### src/common/dcache_pkg.sv
// geometry of the 1 KB direct-mapped data cache, physical byte addresses only
// byte lanes are little-endian, sel bit i covers bits 8i+7..8i
`default_nettype none

package dcache_pkg;

	// --------------------
	// geometry
	localparam int ADDR_W     = 32;
	localparam int WORD_W     = 32;
	localparam int LINE_WORDS = 4;
	localparam int LINE_W     = WORD_W * LINE_WORDS;  // 128
	localparam int OFFSET_W   = 4;                    // byte offset in line
	localparam int INDEX_W    = 6;                    // 64 lines
	localparam int NUM_LINES  = 2 ** INDEX_W;
	localparam int TAG_W      = ADDR_W - INDEX_W - OFFSET_W;
	localparam int SEL_W      = WORD_W / 8;
	localparam int WORD_SEL_W = 2;                    // word within line
	localparam int LINE_NUM_W = ADDR_W - OFFSET_W;    // 28

	// --------------------
	// refill engine states
	localparam logic [2:0] ST_SWEEP = 3'd0;  // clearing valid bits after reset
	localparam logic [2:0] ST_IDLE  = 3'd1;
	localparam logic [2:0] ST_WB    = 3'd2;  // dirty victim out
	localparam logic [2:0] ST_FILL  = 3'd3;  // new line in
	localparam logic [2:0] ST_WRITE = 3'd4;  // line buffer into arrays

	// one address, two decodings
	typedef union packed {
		struct packed {
			logic [TAG_W-1:0]               tag;
			logic [INDEX_W-1:0]             index;
			logic [WORD_SEL_W-1:0]          word;
			logic [OFFSET_W-WORD_SEL_W-1:0] byte_off;
		} lk;    // lookup view
		struct packed {
			logic [LINE_NUM_W-1:0] num;
			logic [OFFSET_W-1:0]   off;
		} ln;    // line view, for bus addresses
	} cache_addr_t;

endpackage

`default_nettype wire

### src/dcache/dcache_refill.sv
// single miss-status entry plus Wishbone classic master, one word per bus cycle
// dirty victim goes out words 0..3 before the fill reads words 0..3
`timescale 1ns/1ps
`default_nettype none

module dcache_refill (
	input  logic                           gclk,
	input  logic                           rst,
	input  logic                           miss_start,
	input  dcache_pkg::cache_addr_t        miss_addr,
	input  logic [dcache_pkg::TAG_W-1:0]   victim_tag,
	input  logic                           victim_dirty,
	input  logic [dcache_pkg::LINE_W-1:0]  victim_line,
	output logic                           miss_busy,
	output logic [dcache_pkg::INDEX_W-1:0] miss_index,
	output logic                           fill_we,
	output logic                           fill_clear,
	output logic [dcache_pkg::INDEX_W-1:0] fill_index,
	output logic [dcache_pkg::TAG_W-1:0]   fill_tag,
	output logic [dcache_pkg::LINE_W-1:0]  fill_line,
	output logic                           wb_cyc,
	output logic                           wb_stb,
	output logic                           wb_we,
	output logic [dcache_pkg::ADDR_W-1:0]  wb_adr,
	output logic [dcache_pkg::WORD_W-1:0]  wb_dat_o,
	output logic [dcache_pkg::SEL_W-1:0]   wb_sel,
	input  logic [dcache_pkg::WORD_W-1:0]  wb_dat_i,
	input  logic                           wb_ack
);
	import dcache_pkg::*;

	logic [2:0]            state;
	logic [2:0]            state_nx;
	logic [INDEX_W-1:0]    sweep_idx;
	logic [WORD_SEL_W-1:0] word_cnt;
	cache_addr_t           m_addr;    // miss-status entry, the locked line
	logic [TAG_W-1:0]      v_tag;
	logic [LINE_W-1:0]     v_line;    // captured victim
	logic [LINE_W-1:0]     line_buf;  // fill assembly
	logic [LINE_NUM_W-1:0] bus_line;
	cache_addr_t           bus_addr;
	logic                  last_ack;

	assign last_ack = wb_cyc && wb_ack && (&word_cnt);  // word 3 acked

	// --------------------
	// next state
	always_comb begin
		state_nx = state;
		case (state)
			ST_SWEEP: if (&sweep_idx) state_nx = ST_IDLE;
			ST_IDLE:  if (miss_start) state_nx = victim_dirty ? ST_WB : ST_FILL;
			ST_WB:    if (last_ack) state_nx = ST_FILL;
			ST_FILL:  if (last_ack) state_nx = ST_WRITE;
			ST_WRITE: state_nx = ST_IDLE;
			default:  state_nx = ST_IDLE;
		endcase
	end

	// write-back targets the victim's line, fill the missed one
	always_comb begin
		bus_line        = (state == ST_WB) ? {v_tag, m_addr.lk.index} : m_addr.ln.num;
		bus_addr.ln.num = bus_line;
		bus_addr.ln.off = {word_cnt, 2'b00};
	end

	// --------------------
	// control
	always_ff @(posedge gclk) begin
		if (rst) begin
			state     <= ST_SWEEP;
			sweep_idx <= '0;
			word_cnt  <= '0;
			wb_cyc    <= 1'b0;
			miss_busy <= 1'b0;
		end else begin
			state     <= state_nx;
			miss_busy <= (state_nx != ST_IDLE) || (state == ST_WRITE);  // one cycle past the write
			if (state == ST_SWEEP)
				sweep_idx <= sweep_idx + 1'b1;
			if (wb_cyc) begin
				if (wb_ack) begin
					wb_cyc   <= 1'b0;  // drop right after ack
					word_cnt <= word_cnt + 1'b1;
				end
			end else if (state == ST_WB || state == ST_FILL) begin
				wb_cyc <= 1'b1;
			end
		end
	end

	// payload, bus fields only load while the bus is idle
	always_ff @(posedge gclk) begin
		if (state == ST_IDLE && miss_start) begin
			m_addr <= miss_addr;
			v_tag  <= victim_tag;
			v_line <= victim_line;
		end
		if (!wb_cyc) begin
			wb_adr   <= bus_addr;
			wb_dat_o <= v_line[word_cnt*WORD_W +: WORD_W];
			wb_we    <= (state == ST_WB);
		end
		if (state == ST_FILL && wb_cyc && wb_ack)
			line_buf[word_cnt*WORD_W +: WORD_W] <= wb_dat_i;
	end

	assign wb_stb     = wb_cyc;  // classic, stb follows cyc
	assign wb_sel     = '1;      // whole words only
	assign miss_index = m_addr.lk.index;
	assign fill_we    = (state == ST_WRITE);
	assign fill_clear = (state == ST_SWEEP);
	assign fill_index = fill_clear ? sweep_idx : m_addr.lk.index;
	assign fill_tag   = m_addr.lk.tag;
	assign fill_line  = line_buf;

endmodule

`default_nettype wire

### config.mk
export PLATFORM = sky130hd
export DESIGN_NAME = dcache_refill
export DESIGN_NICKNAME = d
export VERILOG_FILES = /design/src/common/dcache_pkg.sv /design/src/dcache/dcache_refill.sv
export SDC_FILE = /design/constraint.sdc
export NUM_CORES = 1
export LEC_CHECK = 0
export BUFFER_PORTS_ARGS = -buffer_cell sky130_fd_sc_hd__buf_2
export CORE_AREA = 2 2 175 177
export CTS_CLUSTER_DIAMETER = 100
export DETAILED_ROUTE_END_ITERATION = 12
export DIE_AREA = 0 0 177 179
export PLACE_DENSITY = 0.8
export SYNTH_ARGS = -nofsm -noshare
export SYNTH_HDL_FRONTEND = slang
export SYNTH_SLANG_ARGS = --single-unit
### constraint.sdc
create_clock -name gclk -period 64 [get_ports gclk]
set_input_delay 9.6 -clock gclk [delete_from_list [all_inputs] [get_ports gclk]]
set_output_delay 9.6 -clock gclk [all_outputs]
set_load 0.1 [all_outputs]
==> results of run 1 <==
worst paths after layout:
path,end,cells after the start
worst max register to register,v_line[24]$_DFFE_PP_,3
worst max-delay path,fill_index[1],5
worst min register to register,wb_adr[8]$_DFFE_PN_,0
worst min-delay path,wb_adr[8]$_DFFE_PN_,0
final cells by class:
type | instances | area [sq um] | area share
Tap cell | 396 | 495.5 | 0.02795
Inverter | 6 | 22.52 | 0.001270
Multi-Input combinational cell | 270 | 2326 | 0.1312
Clock inverter | 21 | 210.2 | 0.01186
Timing Repair Buffer | 458 | 2327 | 0.1313
Clock buffer | 46 | 1002 | 0.05654
Sequential cell | 382 | 11340 | 0.6399
registers in the layout (all words and copies together) (netlist names):
name       cells
fill_line    128
wb_adr        30
v_tag         22
wb_dat_o      32
wb_we          1
word_cnt       2
miss_busy      1
sweep_idx      6
v_line       128
m_addr        28
wb_cyc         1
state          3
cell usage after synthesis:
cell type / n
clkbuf_2: 1
clkinv_1: 1
nand2b_1: 2
xor2_1: 1
buf_4: 13
o21ba_2: 1
a31oi_1: 1
nor4b_1: 1
buf_2: 6
nand2_1: 24
a41oi_1: 1
edfxtp_1: 369
buf_6: 1
mux4_2: 32
a21oi_1: 7
nor3b_1: 4
conb_1: 2
o31ai_1: 1
o221ai_1: 1
mux2_2: 23
nor3_1: 2
clkbuf_1: 18
or4_1: 2
nor2_1: 5
nor4bb_1: 1
dfxtp_1: 13
xnor2_1: 2
nand3_1: 6
o32ai_1: 1
o21ai_0: 3
a211o_1: 1
and2_1: 132
ha_1: 6
inv_1: 5
or3_1: 4
power breakdown:
part	internal, mW	switching (mW)	total [mW]
Combinational	0.00547	0.00665	0.0121
Sequential	0.272	0.000197	0.272
Clock	0.124	0.0903	0.215
worst max-delay path, stage by stage, from the launching register on:
cell      delay [ns]
dfxtp_1         0.53
or3_1           0.50
clkinv_1        0.36
nand2_1         0.20
nand2_1         0.06
buf_2           0.29
stage by stage:
stage	instances	power (mW)	setup slack (ns)	utilization	cell area, sq um
after detailed placement	1512	0.2900	51.57	0.5500	16510
final	1579	0.4994	51.94	0.5903	17730
after CTS	1579	0.5033	51.97	0.5903	17730
after floorplan	697	0.2823	35.87	-	13860
after global routing	1579	0.5147	51.72	0.5903	17730
after global placement	1512	0.2896	51.65	0.5500	16510
cell families after synthesis:
family | count (synthesis) | share of synthesized area
DFF | 382 | 0.8189
and+or+nand+nor | 183 | 0.07770
muxes | 55 | 0.07074
buffers and inverters | 45 | 0.01689
AOI/OAI and AO/OA | 17 | 0.007861
adders and majority gates | 6 | 0.005421
xor gates and xnor gates | 3 | 0.001898
other | 2 | 0.0005423
layer usage:
metal	track usage	vias up
met1	0.2298	3719
met5	0	-
met4	0.06749	2
met3	0.05365	66
met2	0.3285	412
li1	-	3535
==> impl_metrics.yaml, run 1 <==
routing:
  drc: 0
  post_drt_via_cell_ratio: 4.898
  vias: 7734
  wl_met2_mm: 15.69
  drt_iter0_drc: 544
  met1_length_mm: 11.28
  avgRoutedWirePerCell_um: 19.54
  routed-wl-met3_mm: 2.840
  ant_nets: 0
  highest_layer: "met5"
  drt_first_pass_iters: 5
  routed_wl_mm: 30.85
die:
  rows: 64
  die_w_um: 177
  io_pins: 455
  start_util: 0.4612
  core-area_sq_um: 30030
  die_h_um: 179
  die-area_sq_um: 31680
logic_synthesis:
  ys_seq_area_frac: 0.8189
  synth_top_cell_by_area: "edfxtp_1"
  synth.area.top_cells: "edfxtp_1 (80%), and2_1 (6.0%), mux4_2 (5.2%)"
  yosys.area.top_type_share: 0.8001
  ys_ff_latch: 382
  ys_warn_count: 0
  syn_area_sq_um: 13850
  syn-instance-count: 693
  avgSynthCellArea_sq_um: 19.98
  synth.distinct_cells: 35
timing:
  timing.setup.tns_ns: 0
  tightest_slew_ns: 1.040
  fmax_mhz: 82.94
  max_slew_margin: 0.3065
  skew_ns: 0.01537
  final_max_slew_viol_count: 0
  final-hold-violation-count: 0
  fin_hold_ws_ns: 0.4863
  final.period_utilization: 0.1884
  setup_viol: 0
  rsz0062_at_grt: "no"
  period_needed_ns: 12.06
cts:
  cts_max_level: 2
  postCtsSetupBuffers: 0
  cts_tree: "yes"
  holdBufCountCts: 0
  clk_path_buf_depth: 3
  cts-buffers-inserted: 38
  post_cts_resized: 0
  clk_latency_ns: 0.52
  clkTransAtPathRegs_ns: 0.06
  cts.sinks: 382
  root_buffer: "clkbuf_16"
global_route:
  grt_start_max_net_pins: 82
  antenna_found_initial: 1
  grt_util_all_layers: 0.1904
  grt_pass1_wl_mm: 44.56
  grt_overflow: 0
  grt_pass1_vias: 7600
setup_path:
  worstPathRequired_ns: 54.40
  rrSetupSlack_ns: 60.75
  worstSetupStartpoint: "state[0]$_SDFF_PP0_"
  end_kind: "output pin"
  worst_setup_path_start_kind: "flip-flop"
  r2r-start: "state[0]$_SDFF_PP0_"
  criticalPathCategory: "reg2out"
  crit_fanout: 17
  cp.arrival_ns: 2.46
finish:
  drive_gt1_frac: 0.4877
  area_growth_pct: 28.01
  final_common_cell: "buf_2"
  final_cell_mix: "buf_2 (444), edfxtp_1 (369), and2_1 (132)"
  fin_nets: 1381
  antennaDiodeCount: 0
  nFillCells: 2170
power:
  peakVddDrop_mv: 0.02362
  leakage_nw: 6.878
  powerDensity_nw_per_um2: 28.17
status:
  run_status: "complete, no violations"
worst_hold_path:
  min-delay-start: "m_addr[8]$_DFFE_PP_"
  min-delay-path-class: "reg2reg"
place:
  portBuffers: 444
  place.gp.congestion: 0.8021
  dp_hpwl_mm: 21.31
run:
  maxCapViolations: 0
(Power assumes the default switching activity.)
==> inputs of run 2 (changes only) <==
- CORE_AREA: 2 2 175 177 -> not set
- CORE_UTILIZATION: not set -> 45
- DIE_AREA: 0 0 177 179 -> not set
- PLACE_DENSITY: 0.8 -> 0.81
- clock period: 64 -> 9.65 ns (I/O delays scaled with it)
==> impl_metrics.yaml, run 2 (synthesis gave the netlist of run 1 again) <==
die:
  core-area_sq_um: 29950
  die_h_um: 177.4
  die-area_sq_um: 31480
  io_pins: 455
  start_util: 0.4623
  rows: 63
  die_w_um: 177.4
setup_path:
  criticalPathCategory: "reg2out"
  r2r-end: "v_line[54]$_DFFE_PP_"
  critPathSlowestCell: "or3_1"
  worst_setup_path_start_kind: "flip-flop"
  reg2reg_depth: 3
  rrSetupSlack_ns: 6.81
  r2r-start: "state[0]$_SDFF_PP0_"
  end_kind: "output pin"
  worstSetupStartpoint: "state[0]$_SDFF_PP0_"
  crit_fanout: 17
  cp-endpoint: "fill_index[0]"
  critPathMaxStageDelay_ns: 0.54
  worstPathRequired_ns: 8.20
  path_cells: "or3_1, clkinv_1, nand2_1, nand2_1, buf_2"
  cp.arrival_ns: 2.60
  cp_common_cell: "nand2_1"
global_route:
  grt_util_all_layers: 0.1931
  grt_pass1_vias: 7746
  antenna_found_initial: 0
  grt_overflow: 0
  grt_start_max_net_pins: 88
  grt_pass1_wl_mm: 44.74
finish:
  stdcell_area_sq_um: 17720
  final_common_cell: "buf_2"
  fin_nets: 1381
  area_growth_pct: 27.95
  drive_gt1_frac: 0.4823
  antennaDiodeCount: 0
  final_cell_mix: "buf_2 (444), edfxtp_1 (369), and2_1 (132)"
  finish.utilization: 0.5915
timing:
  max_slew_margin: 0.2988
  setup_viol: 0
  skew_ns: 0.008422
  timing.setup.tns_ns: 0
  fin_ws_ns: 5.600
  period_needed_ns: 4.050
  rsz0062_at_grt: "no"
  final_max_slew_viol_count: 0
  final-hold-violation-count: 0
  final.period_utilization: 0.4197
  fmax_mhz: 246.9
  tightest_slew_ns: 1.052
routing:
  drt_iter0_drc: 549
  drt_first_pass_iters: 4
  drc: 0
  post_drt_via_cell_ratio: 4.929
  ant_nets: 0
  avgRoutedWirePerCell_um: 19.80
  routed_wl_mm: 31.17
  vias: 7759
worst_hold_path:
  min-delay-start: "m_addr[5]$_DFFE_PP_"
  min-delay-path-class: "reg2reg"
cts:
  cts_max_level: 2
  cts_tree: "yes"
  clk_path_buf_depth: 3
  cts.sinks: 382
  root_buffer: "clkbuf_16"
  clkTransAtPathRegs_ns: 0.06
  holdBufCountCts: 0
  post_cts_resized: 0
  clk_latency_ns: 0.52
  postCtsSetupBuffers: 0
  cts-buffers-inserted: 37
place:
  pre_cts_ws_ns: 5.750
  dp_hpwl_mm: 21.48
  place.gp.congestion: 0.8257
  placed_area_sq_um: 16510
  portBuffers: 444
power:
  leakage_nw: 6.876
  peakVddDrop_mv: 0.1612
  power.total_mw: 3.313
  powerDensity_nw_per_um2: 187.0
run:
  maxCapViolations: 0
status:
  run_status: "complete, no violations"
run 2: cell count changes in the layout (fill, tap and decap cells not counted), sizes merged:
cell and delta:
buf +1, clkinvlp -1, clkbuf -1, bufinv +1, inv +1
run 2: worst min-delay path by stage:
| stage | end | slack [ns] | cells after the start |
|---|---|---|---|
| floorplan | wb_adr[4]$_DFFE_PN_ | 0.45 | 0 |
| global placement | wb_adr[6]$_DFFE_PN_ | 0.45 | 0 |
| detailed placement | wb_adr[5]$_DFFE_PN_ | 0.45 | 0 |
| CTS | wb_adr[5]$_DFFE_PN_ | 0.47 | 0 |
| global route | wb_adr[8]$_DFFE_PN_ | 0.50 | 0 |
| finish | wb_adr[5]$_DFFE_PN_ | 0.48 | 0 |
run 2: layout make-up:
type / count / area [sq um]
Fill cell: 2206 / 12240
Clock buffer: 45 / 998.5
Timing Repair Buffer: 459 / 2335
Sequential cell: 382 / 11340
Multi-Input combinational cell: 270 / 2326
Clock inverter: 22 / 205.2
Tap cell: 390 / 488.0
Inverter: 6 / 22.52
run 2: per-stage QoR:
| stage | hold WS (ns) | std cells |
|---|---|---|
| after global placement | 0.4518 | 1507 |
| after global routing | 0.4976 | 1574 |
| after floorplan | 0.4511 | 697 |
| after CTS | 0.4726 | 1574 |
| after detailed placement | 0.4547 | 1507 |
| final | 0.4757 | 1574 |
run 2: where the power goes:
part / leakage (nW) / total, mW / switching [mW] / internal (mW)
combinational: 2.69 / 0.0806 / 0.0443 / 0.0363
sequential: 3.61 / 1.81 / 0.00134 / 1.81
clock: 0.575 / 1.43 / 0.582 / 0.843
run 2: per-layer routing:
metal | track usage | vias to the layer above | part of all wire
met5 | 0 | - | 0
met2 | 0.3447 | 414 | 0.51
li1 | - | 3542 | -
met1 | 0.2173 | 3731 | 0.37
met3 | 0.05441 | 72 | 0.087
met4 | 0.07621 | 0 | 0.033
run 2: critical path: cells and delay by family, from the launching register on:
family        cells  cell delay (ns)
simple gates      3             0.80
buf+inv           2             0.76
flops             1             0.51
