===== config.mk =====
export PLATFORM = sky130hd
export DESIGN_NAME = dcache_lookup
export DESIGN_NICKNAME = d
export VERILOG_FILES = /design/src/common/dcache_pkg.sv /design/src/dcache/dcache_lookup.sv
export SDC_FILE = /design/constraint.sdc
export NUM_CORES = 1
export LEC_CHECK = 0
export BUFFER_PORTS_ARGS = -buffer_cell sky130_fd_sc_hd__clkbuf_2
export CAP_MARGIN = 30
export CORE_AREA = 2 2 241 243
export DETAILED_ROUTE_END_ITERATION = 12
export DIE_AREA = 0 0 243 245
export GPL_ROUTABILITY_DRIVEN = 0
export GPL_TIMING_DRIVEN = 0
export PLACE_DENSITY = 0.38
export SKIP_LAST_GASP = 1
export SYNTH_ARGS = -nofsm -noshare
export SYNTH_HDL_FRONTEND = slang
export SYNTH_SLANG_ARGS = --single-unit

===== constraint.sdc =====
create_clock -name gclk -period 4.1 [get_ports gclk]
set_input_delay 0.205 -clock gclk [delete_from_list [all_inputs] [get_ports gclk]]
set_output_delay 0.205 -clock gclk [all_outputs]
set_load 0.03 [all_outputs]

===== src/common/dcache_pkg.sv =====
// geometry of the 1 KB direct-mapped data cache, physical byte addresses only
// byte lanes are little-endian, sel bit i covers bits 8i+7..8i
`default_nettype none

package dcache_pkg;

	// --------------------
	// geometry
	localparam int ADDR_W     = 32;
	localparam int WORD_W     = 32;
	localparam int LINE_WORDS = 4;
	localparam int LINE_W     = WORD_W * LINE_WORDS;  // 128
	localparam int OFFSET_W   = 4;                    // byte offset in line
	localparam int INDEX_W    = 6;                    // 64 lines
	localparam int NUM_LINES  = 2 ** INDEX_W;
	localparam int TAG_W      = ADDR_W - INDEX_W - OFFSET_W;
	localparam int SEL_W      = WORD_W / 8;
	localparam int WORD_SEL_W = 2;                    // word within line
	localparam int LINE_NUM_W = ADDR_W - OFFSET_W;    // 28

	// --------------------
	// refill engine states
	localparam logic [2:0] ST_SWEEP = 3'd0;  // clearing valid bits after reset
	localparam logic [2:0] ST_IDLE  = 3'd1;
	localparam logic [2:0] ST_WB    = 3'd2;  // dirty victim out
	localparam logic [2:0] ST_FILL  = 3'd3;  // new line in
	localparam logic [2:0] ST_WRITE = 3'd4;  // line buffer into arrays

	// one address, two decodings
	typedef union packed {
		struct packed {
			logic [TAG_W-1:0]               tag;
			logic [INDEX_W-1:0]             index;
			logic [WORD_SEL_W-1:0]          word;
			logic [OFFSET_W-WORD_SEL_W-1:0] byte_off;
		} lk;    // lookup view
		struct packed {
			logic [LINE_NUM_W-1:0] num;
			logic [OFFSET_W-1:0]   off;
		} ln;    // line view, for bus addresses
	} cache_addr_t;

endpackage

`default_nettype wire


===== src/dcache/dcache_lookup.sv =====
// two-stage lookup: ram read, then hit/replay decision registered at k+2
// a replayed request must come back unchanged; stores allocate on miss
`timescale 1ns/1ps
`default_nettype none

module dcache_lookup (
	input  logic                              gclk,
	input  logic                              rst,
	input  logic                              req_valid,
	input  logic                              req_we,
	input  dcache_pkg::cache_addr_t           req_addr,
	input  logic [dcache_pkg::WORD_W-1:0]     req_wdata,
	input  logic [dcache_pkg::SEL_W-1:0]      req_sel,
	output logic                              rsp_valid,
	output logic                              rsp_replay,
	output logic [dcache_pkg::WORD_W-1:0]     rsp_rdata,
	output logic [dcache_pkg::INDEX_W-1:0]    cpu_index,
	input  logic [dcache_pkg::TAG_W-1:0]      cpu_rd_tag,
	input  logic                              cpu_rd_valid,
	input  logic                              cpu_rd_dirty,
	input  logic [dcache_pkg::LINE_W-1:0]     cpu_rd_line,
	output logic                              cpu_we_tag,
	output logic [dcache_pkg::LINE_WORDS-1:0] cpu_we_word,
	output logic [dcache_pkg::INDEX_W-1:0]    cpu_wr_index,
	output logic [dcache_pkg::TAG_W-1:0]      cpu_wr_tag,
	output logic                              cpu_wr_dirty,
	output logic [dcache_pkg::LINE_W-1:0]     cpu_wr_line,
	output logic                              miss_start,
	output dcache_pkg::cache_addr_t           miss_addr,
	output logic [dcache_pkg::TAG_W-1:0]      victim_tag,
	output logic                              victim_dirty,
	output logic [dcache_pkg::LINE_W-1:0]     victim_line,
	input  logic                              miss_busy,
	input  logic [dcache_pkg::INDEX_W-1:0]    miss_index
);
	import dcache_pkg::*;

	// stage 1, request only
	logic               s1_valid;
	logic               s1_we;
	cache_addr_t        s1_addr;
	logic [WORD_W-1:0]  s1_wdata;
	logic [SEL_W-1:0]   s1_sel;
	// stage 2, request plus ram output
	logic               s2_valid;
	logic               s2_we;
	cache_addr_t        s2_addr;
	logic [WORD_W-1:0]  s2_wdata;
	logic [SEL_W-1:0]   s2_sel;
	logic [TAG_W-1:0]   s2_tag;
	logic               s2_vbit;
	logic               s2_dirty;
	logic [LINE_W-1:0]  s2_line;
	// indices written by store hits in the last two cycles
	logic [1:0]         hist_we;
	logic [INDEX_W-1:0] hist_idx [2];
	logic               busy_q;
	logic               swept;  // valid bits are trustworthy
	logic               hit;
	logic               locked;
	logic               raw_hazard;
	logic               replay;
	logic               store_hit;
	logic [WORD_W-1:0]  rd_word;
	logic [WORD_W-1:0]  merged;

	function automatic logic [WORD_W-1:0] merge_bytes(input logic [WORD_W-1:0] old_w,
			input logic [WORD_W-1:0] new_w, input logic [SEL_W-1:0] sel);
		logic [WORD_W-1:0] res;
		res = old_w;
		for (int b = 0; b < SEL_W; b++) begin
			if (sel[b])
				res[b*8 +: 8] = new_w[b*8 +: 8];  // lane b
		end
		return res;
	endfunction

	assign cpu_index = req_addr.lk.index;  // ram read in the issue cycle

	// --------------------
	// decision on stage 2
	always_comb begin
		rd_word    = s2_line[s2_addr.lk.word*WORD_W +: WORD_W];
		merged     = merge_bytes(rd_word, s2_wdata, s2_sel);
		hit        = s2_vbit && (s2_tag == s2_addr.lk.tag);
		locked     = miss_busy && (miss_index == s2_addr.lk.index);
		raw_hazard = (hist_we[0] && hist_idx[0] == s2_addr.lk.index)
			|| (hist_we[1] && hist_idx[1] == s2_addr.lk.index);  // ram read was stale
		replay     = !swept || raw_hazard || locked || !hit;  // every miss replays
		store_hit  = s2_valid && s2_we && !replay;
		miss_start = s2_valid && swept && !raw_hazard && !miss_busy && !hit;

		cpu_we_word = '0;
		cpu_we_word[s2_addr.lk.word] = store_hit;
		cpu_wr_line = s2_line;
		cpu_wr_line[s2_addr.lk.word*WORD_W +: WORD_W] = merged;
	end

	assign cpu_we_tag   = store_hit;
	assign cpu_wr_index = s2_addr.lk.index;
	assign cpu_wr_tag   = s2_addr.lk.tag;
	assign cpu_wr_dirty = 1'b1;             // store hit leaves the line dirty
	assign miss_addr    = s2_addr;
	assign victim_tag   = s2_tag;
	assign victim_dirty = s2_vbit && s2_dirty;
	assign victim_line  = s2_line;

	// --------------------
	// control state
	always_ff @(posedge gclk) begin
		if (rst) begin
			s1_valid   <= 1'b0;
			s2_valid   <= 1'b0;
			rsp_valid  <= 1'b0;
			rsp_replay <= 1'b0;
			hist_we    <= '0;
			busy_q     <= 1'b0;
			swept      <= 1'b0;
		end else begin
			s1_valid   <= req_valid;
			s2_valid   <= s1_valid;
			rsp_valid  <= s2_valid && !replay;
			rsp_replay <= s2_valid && replay;
			hist_we    <= {hist_we[0], store_hit};
			busy_q     <= miss_busy;
			if (busy_q && !miss_busy)
				swept <= 1'b1;  // first fall of busy is the end of the sweep
		end
	end

	// payload
	always_ff @(posedge gclk) begin
		s1_we       <= req_we;
		s1_addr     <= req_addr;
		s1_wdata    <= req_wdata;
		s1_sel      <= req_sel;
		s2_we       <= s1_we;
		s2_addr     <= s1_addr;
		s2_wdata    <= s1_wdata;
		s2_sel      <= s1_sel;
		s2_tag      <= cpu_rd_tag;
		s2_vbit     <= cpu_rd_valid;
		s2_dirty    <= cpu_rd_dirty;
		s2_line     <= cpu_rd_line;
		rsp_rdata   <= rd_word;     // old word for stores, ignored there
		hist_idx[0] <= s2_addr.lk.index;
		hist_idx[1] <= hist_idx[0];
	end

endmodule

`default_nettype wire


==> run_results.csv, run 1 <==
group,metric,value,unit
placement,post-place-ws,-0.112,ns
grt,antenna_found_initial,0,
logic_synthesis,ys_seq_area_share,64.2,%
clock_tree,cts_made_buffers,43,
die,pin_count,617,
clock_tree,clkLatencyLatePin,0.58,ns
critical_path,cp.arrival,3.61,ns
finish,antenna_cells,0,
timing,finalSetupViolCount,0,
drt,drc,0,
clock_tree,clock-sinks,342,
timing,tightest_slew,1.03,ns
placement,dp_hpwl,38.3,mm
logic_synthesis,netlist_area,10700,um2
logic_synthesis,syn-num-nets,1069,
timing,tns,0,ns
placement,place_area,14700,um2
timing,whs,0.259,ns
logic_synthesis,synth_top_area_cell,"dfxtp_1",
finish,fin_nets,1961,
clock_tree,h-tree-depth,2,
logic_synthesis,synth_xor_area_share,3.28,%
die,start_util,18.7,%
timing,finalHoldViolations,0,
drt,drtIter0Drc,319,
power,swShare,29.1,%
critical_path,critPathLaunchType,"register",
drt,avgViaCountPerCell,3.87,
finish,area_delta_synth_final,73.4,%
logic_synthesis,synthSimpleGateAreaFrac,2.28,%
critical_path,crit_type,"reg -> out",
placement,port_buffers,615,
power,seq_power_share,40.6,%
logic_synthesis,synth_mux_area_share,12.8,%
clock_tree,cts_tree,"done",
critical_path,crit_fanout,10,
die,num_rows,88,
power,intPower,6.40,mW
power,p_leak,8.89,nW
clock_tree,ctsRootBufferMaster,"clkbuf_16",
run,drv_cap,0,
timing,max_freq,262,MHz
critical_path,crit_required,3.89,ns
grt,grt.overflow.total,0,
critical_path,crit_path_end_kind,"primary output",
min_path,hp-class,"in -> reg",
logic_synthesis,synthTopCellsByArea,"dfxtp_1 (64%), o22ai_1 (7.5%), mux4_2 (6.8%)",
timing,relSlewSlack,31.3,%
logic_synthesis,synth_fa_ha_area_share,0.704,%
timing,rsz0062_at_grt,"no",
logic_synthesis,synthCells,832,
grt,grt_pass1_vias,10600,
power,combPwrFrac,17.3,%
drt,drt_wl_total,50.9,mm
critical_path,rr_worst_depth,5,
logic_synthesis,synth_top_area_share,64.2,%
finish,finalInstanceArea,18500,um2
grt,grt_usage,16.5,%
timing,period_needed,3.81,ns
die,die_w,243,um
logic_synthesis,synth_compound_area_share,7.73,%
logic_synthesis,synth-seq-cells,342,
die,die_area,59500,um2
power,peakVddDrop,339,uV
finish,layout-drive-gt1-share,46.2,%
finish,final_util,32.4,%
min_path,hold_depth,2,
power,switching_power,2.62,mW
placement,place_inst,2215,
drt,dr.pass1.iters,5,
power,clockPowerShare,42.1,%
logic_synthesis,yosys_warnings,0,
logic_synthesis,synthDistinctLibCells,30,
logic_synthesis,synth_top_family_by_area,"multiplexers",
drt,drtAntennaViolNets,0,
timing,worst_clock_skew,0.0279,ns
clock_tree,clk_pin_slew,0.06,ns
timing,slew_viol_final,0,
timing,min_period_over_period,93.0,%
grt,grt_max_degree,14,
die,die_h,245,um
clock_tree,cts_buffer_depth,3,
outcome,status,"complete, no violations",
drt,vias,9767,
power,p_total,9.02,mW
power,power.density,488,nW/um2
finish,fin_cells,2524,
die,coreArea,57000,um2
logic_synthesis,avgSynthCellArea,12.8,um2
grt,grt_pass1_wl,71.7,mm
drt,wire_per_inst,20.2,um
timing,setup_ws,0.288,ns
-- area by class of cell --
| cell class | instances | area (um2) |
|---|---|---|
| Inverter | 132 | 495 |
| Sequential cell | 342 | 6850 |
| Buffer | 75 | 474 |
| Multi-Input combinational cell | 282 | 2890 |
| Timing Repair Buffer | 848 | 5420 |
| Tap cell | 765 | 957 |
| Clock buffer | 60 | 1220 |
| Clock inverter | 20 | 205 |
| Fill cell | 6013 | 38500 |
-- final timing paths --
check | endpoint | startpoint | slack (ns)
max | cpu_wr_line[107] | miss_addr[3] | 0.29
min | victim_line[9] | cpu_rd_line[9] | 0.26
max reg2reg | hist_we[0] | miss_addr[24] | 1.81
min reg2reg | miss_addr[1] | s1_addr[1] | 0.32
-- layout by cell type, fill, tap and decap left out, types with 2 or more instances in the layout --
cell type and instances:
dlygate4sd3_1 226, nor2_1 4, ha_1 5, bufinv_16 3, clkinv_2 8, buf_4 40, inv_1 132, mux4_2 32
nand3_2 2, clkbuf_1 29, buf_2 6, clkbuf_8 8, dfxtp_1 342, o22ai_1 126, mux2i_1 6, xnor2_1 23
buf_6 5, clkinvlp_4 3, mux2i_4 26, nand4b_1 2, clkbuf_2 622, nand3_1 6, nor4_1 5, clkbuf_16 43
o22ai_2 2, buf_8 3, clkinv_4 2, nor2b_1 3, inv_6 4, xor2_1 17, nor3_1 6, nand4_1 6
-- cell families after synthesis --
| kind of cell | after synthesis |
|---|---|
| fa+ha+maj | 6 |
| buf+inv | 208 |
| xor+xnor | 40 |
| simple gates | 40 |
| other cells | 1 |
| mux | 64 |
| compound gates | 131 |
| flops | 342 |
-- metal layers --
metal,GRT usage [%],up-vias,share of wire [%]
li1,-,4587,-
met1,19.7,4683,41
met2,28.7,419,50
met3,4.30,78,6.4
met4,5.45,0,2.6
met5,0,-,0
-- sequential cells by signal (all words and copies together) (netlist names), 2 cells and up --
| signal | flops |
|---|---|
| s1_sel | 4 |
| rsp_rdata | 32 |
| s1_wdata | 32 |
| s1_addr | 32 |
| s2_wdata | 32 |
| miss_addr | 32 |
| victim_tag | 22 |
| s2_sel | 4 |
| victim_line | 128 |
| hist_idx | 12 |
| hist_we | 2 |
-- synthesized netlist by cell type --
cell type / instances
mux2i_4: 26
o41ai_1: 1
buf_6: 5
nor3_1: 6
a21oi_1: 1
ha_1: 6
nand4b_1: 2
clkbuf_1: 29
o21ba_2: 1
inv_1: 132
mux2i_1: 6
nor4_1: 5
nand3_1: 8
buf_2: 7
xnor2_1: 23
nor2b_1: 3
nor2_1: 4
and2_1: 1
xor2_1: 17
nand2b_1: 1
buf_4: 35
nand2_1: 1
conb_1: 1
and4_1: 1
mux4_2: 32
o22ai_1: 128
dfxtp_1: 342
nor4_4: 1
nand4_1: 6
or3_1: 1
-- power groups by stage --
stage | Sequential (mW) | Combinational [mW] | Clock [mW]
2_1_floorplan | 3.94 | 0.608 | 0
3_3_place_gp | 3.74 | 1.38 | 0
3_5_place_dp | 3.74 | 1.39 | 0
4_1_cts | 3.67 | 1.57 | 3.92
5_1_grt | 3.69 | 1.64 | 4.07
6_report | 3.66 | 1.56 | 3.80
-- timing repair --
item                                   in CTS  in global routing
hold buffers                              226                  0
endpoints found under the hold margin     227                  0
gates resized for setup                    13                  2
buffers inserted                            4                  0
setup endpoints to repair                 123                 88
-- worst max-delay path, stage by stage, from the launching register on --
cell and delay (ns):
dfxtp_1 0.51, clkbuf_2 0.29, buf_4 0.31, inv_1 0.15, ha_2 0.37, inv_1 0.06
nand4b_1 0.09, buf_4 0.16, clkbuf_1 0.56, o22ai_1 0.27, clkbuf_2 0.26
Power figures use the tool's default switching activity.
==> inputs of run 2 (changes only) <==
- ABC_AREA: unset -> 1
- CORE_AREA: 2 2 241 243 -> 2 2 243 245
- DIE_AREA: 0 0 243 245 -> 0 0 245 247
- PLACE_DENSITY: 0.38 -> 0.39
==> run_results.csv, run 2 <==
group,metric,value,unit
finish,antenna_cells,0,
drt,wire_per_inst,20.3,um
drt,drtIter0Drc,584,
outcome,status,"complete, no violations",
critical_path,crit_required,3.89,ns
logic_synthesis,async_reset_ff_share,0,%
timing,tightest_slew,0.981,ns
clock_tree,cts_tree,"done",
drt,drc,0,
logic_synthesis,syn-num-nets,1586,
die,die_area,60500,um2
placement,dp_hpwl,47.0,mm
die,pin_count,617,
drt,dr.pass1.iters,5,
grt,antenna_found_initial,3,
power,combPwrFrac,18.7,%
logic_synthesis,yosys-top-cells-count,"nand2_1 (370), dfxtp_1 (342), inv_1 (155)",
clock_tree,h-tree-depth,2,
logic_synthesis,synth_top_area_share,59.4,%
grt,grt_max_degree,13,
logic_synthesis,synthTopCellsByArea,"dfxtp_1 (59%), nand2_1 (12%), inv_1 (5.0%)",
clock_tree,cts_buffer_depth,3,
finish,num-fill-cells,6196,
finish,area_delta_synth_final,66.1,%
power,seq_power_share,41.6,%
logic_synthesis,yosysMostFrequentCell,"nand2_1",
clock_tree,cts_setup_buffers,0,
critical_path,crit_fanout,12,
die,num_rows,89,
drt,maxUsedRoutingLayer,"met5",
finish,layout-drive-gt1-share,35.8,%
logic_synthesis,synth_top_area_cell,"dfxtp_1",
drt,met3WireLength,3.94,mm
die,die_h,247,um
finish,largest_register_ffs,128,
drt,vias,12300,
finish,final_cell_mix,"clkbuf_2 (626), nand2_1 (370), dfxtp_1 (342), dlygate4sd3_1 (225), inv_1 (155)",
clock_tree,clkLatencyLatePin,0.55,ns
critical_path,cp.arrival,3.73,ns
timing,rsz0062_at_grt,"yes",
drt,drtAntennaViolNets,0,
min_path,hp-class,"in -> reg",
logic_synthesis,synthCells,1349,
clock_tree,clock-sinks,342,
power,p_leak,9.88,nW
timing,period_needed,3.93,ns
timing,worst_clock_skew,0.0149,ns
grt,grt_usage,19.3,%
timing,slew_viol_final,0,
logic_synthesis,synth-edff-count,0,
logic_synthesis,avgSynthCellArea,8.55,um2
timing,max_freq,254,MHz
placement,port_buffers,615,
grt,grt_pass1_wl,83.8,mm
critical_path,reg2reg_setup_slack,2.23,ns
power,swShare,30.2,%
finish,finalInstanceArea,19200,um2
logic_synthesis,synthDistinctLibCells,32,
placement,place_area,15600,um2
logic_synthesis,synth-main-ff-cell,"dfxtp_1",
timing,min_period_over_period,95.9,%
timing,whs,0.278,ns
critical_path,crit_chain,"buf_6 -> inv_4 -> buf_4 -> clkbuf_4 -> ha_1 -> clkbuf_1 -> clkdlybuf4s15_2 -> nor2_1 -> nand2_1 -> o22ai_1 -> clkbuf_2",
finish,fin_nets,2467,
critical_path,crit_path_end_kind,"primary output",
drt,drt_wl_total,61.4,mm
critical_path,crit_type,"reg -> out",
logic_synthesis,synth-seq-cells,342,
clock_tree,ctsRootBufferMaster,"clkbuf_16",
logic_synthesis,netlist_area,11500,um2
timing,finalHoldViolations,0,
critical_path,max_stage_delay,0.50,ns
grt,grt_pass1_vias,12200,
power,power.density,462,nW/um2
power,switching_power,2.67,mW
drt,avgViaCountPerCell,4.06,
timing,relSlewSlack,34.6,%
power,clockPowerShare,39.7,%
power,peakVddDrop,302,uV
run,drv_cap,0,
finish,final_common_cell,"clkbuf_2",
clock_tree,cts_made_buffers,40,
logic_synthesis,ys_seq_area_share,59.4,%
clock_tree,clk_pin_slew,0.06,ns
drt,wl_met2,29.2,mm
die,die_w,245,um
timing,finalSetupViolCount,0,
die,coreArea,58200,um2
logic_synthesis,yosys_warnings,0,
die,start_util,19.8,%
critical_path,critPathLaunchType,"register",
drt,drt-met1-wl,26.4,mm
grt,grt.overflow.total,0,
critical_path,crit_slowest_cell,"dfxtp_1",
power,intPower,6.17,mW
run 2: worst paths after layout:
kind	depth (start not counted)	startpoint	end
min reg2reg	0	s1_addr[19]	miss_addr[19]
max reg2reg	6	miss_addr[3]	rsp_rdata[31]
max	11	miss_addr[2]	cpu_wr_line[61]
min	6	miss_index[4]	rsp_replay
run 2: what timing repair did:
action                                  in CTS  in global routing
resized for setup                            9                 19
endpoints found under the setup margin     124                 35
hold buffers                               225                  0
endpoints found under the hold margin      226                  0
run 2: stage by stage:
stage / util (%) / power (mW) / TNS (ns) / setup WS [ns] / cells
3_3_place_gp: 26.7 / 5.23 / -0.102 / -0.0431 / 2737
6_report: 32.9 / 8.84 / 0 / 0.166 / 3030
4_1_cts: 32.9 / 8.99 / 0 / 0.0103 / 3031
3_5_place_dp: 26.7 / 5.23 / -0.143 / -0.0581 / 2737
2_1_floorplan: - / 4.58 / 0 / 1.36 / 1349
5_1_grt: 32.9 / 9.22 / -0.00197 / -0.00197 / 3030
run 2: logic make-up after synthesis:
| logic type | after synthesis | share of synthesized area, % |
|---|---|---|
| AO/OA/AOI/OAI | 173 | 8.95 |
| XOR/XNOR | 4 | 0.304 |
| adder cells (fa/ha/maj) | 6 | 0.651 |
| buffers and inverters | 267 | 10.6 |
| flip-flops | 342 | 59.4 |
| other | 1 | 0.0325 |
| AND/OR/NAND/NOR | 556 | 20.0 |
run 2: power groups by stage:
stage | Sequential, mW | Combinational [mW] | Clock, mW
after global routing | 3.69 | 1.76 | 3.76
after floorplan | 3.93 | 0.643 | 0
final | 3.68 | 1.65 | 3.51
after detailed placement | 3.75 | 1.48 | 0
after CTS | 3.68 | 1.66 | 3.64
after global placement | 3.75 | 1.48 | 0
run 2: layout make-up:
class,instances,area (um2),share of cell area (%)
Tap cell,773,967,5.05
Timing Repair Buffer,840,5330,27.8
Sequential cell,342,6850,35.8
Multi-Input combinational cell,740,3460,18.1
Clock buffer,56,1160,6.07
Inverter,166,631,3.29
Buffer,100,622,3.25
Clock inverter,13,130,0.679
run 2: critical path: cells and delay by family (launching register included):
family | cells | cell delay (ns)
buffers and inverters | 7 | 1.67
AND/OR/NAND/NOR | 2 | 0.34
flip-flops | 1 | 0.50
AO/OA/AOI/OAI | 1 | 0.39
adder cells (fa/ha/maj) | 1 | 0.24
run 2: layer usage:
layer  vias up  GRT usage (%)
li1       5975              -
met1      5765           24.7
met4         2           6.51
met3       105           4.44
met2       447           32.0
met5         -              0
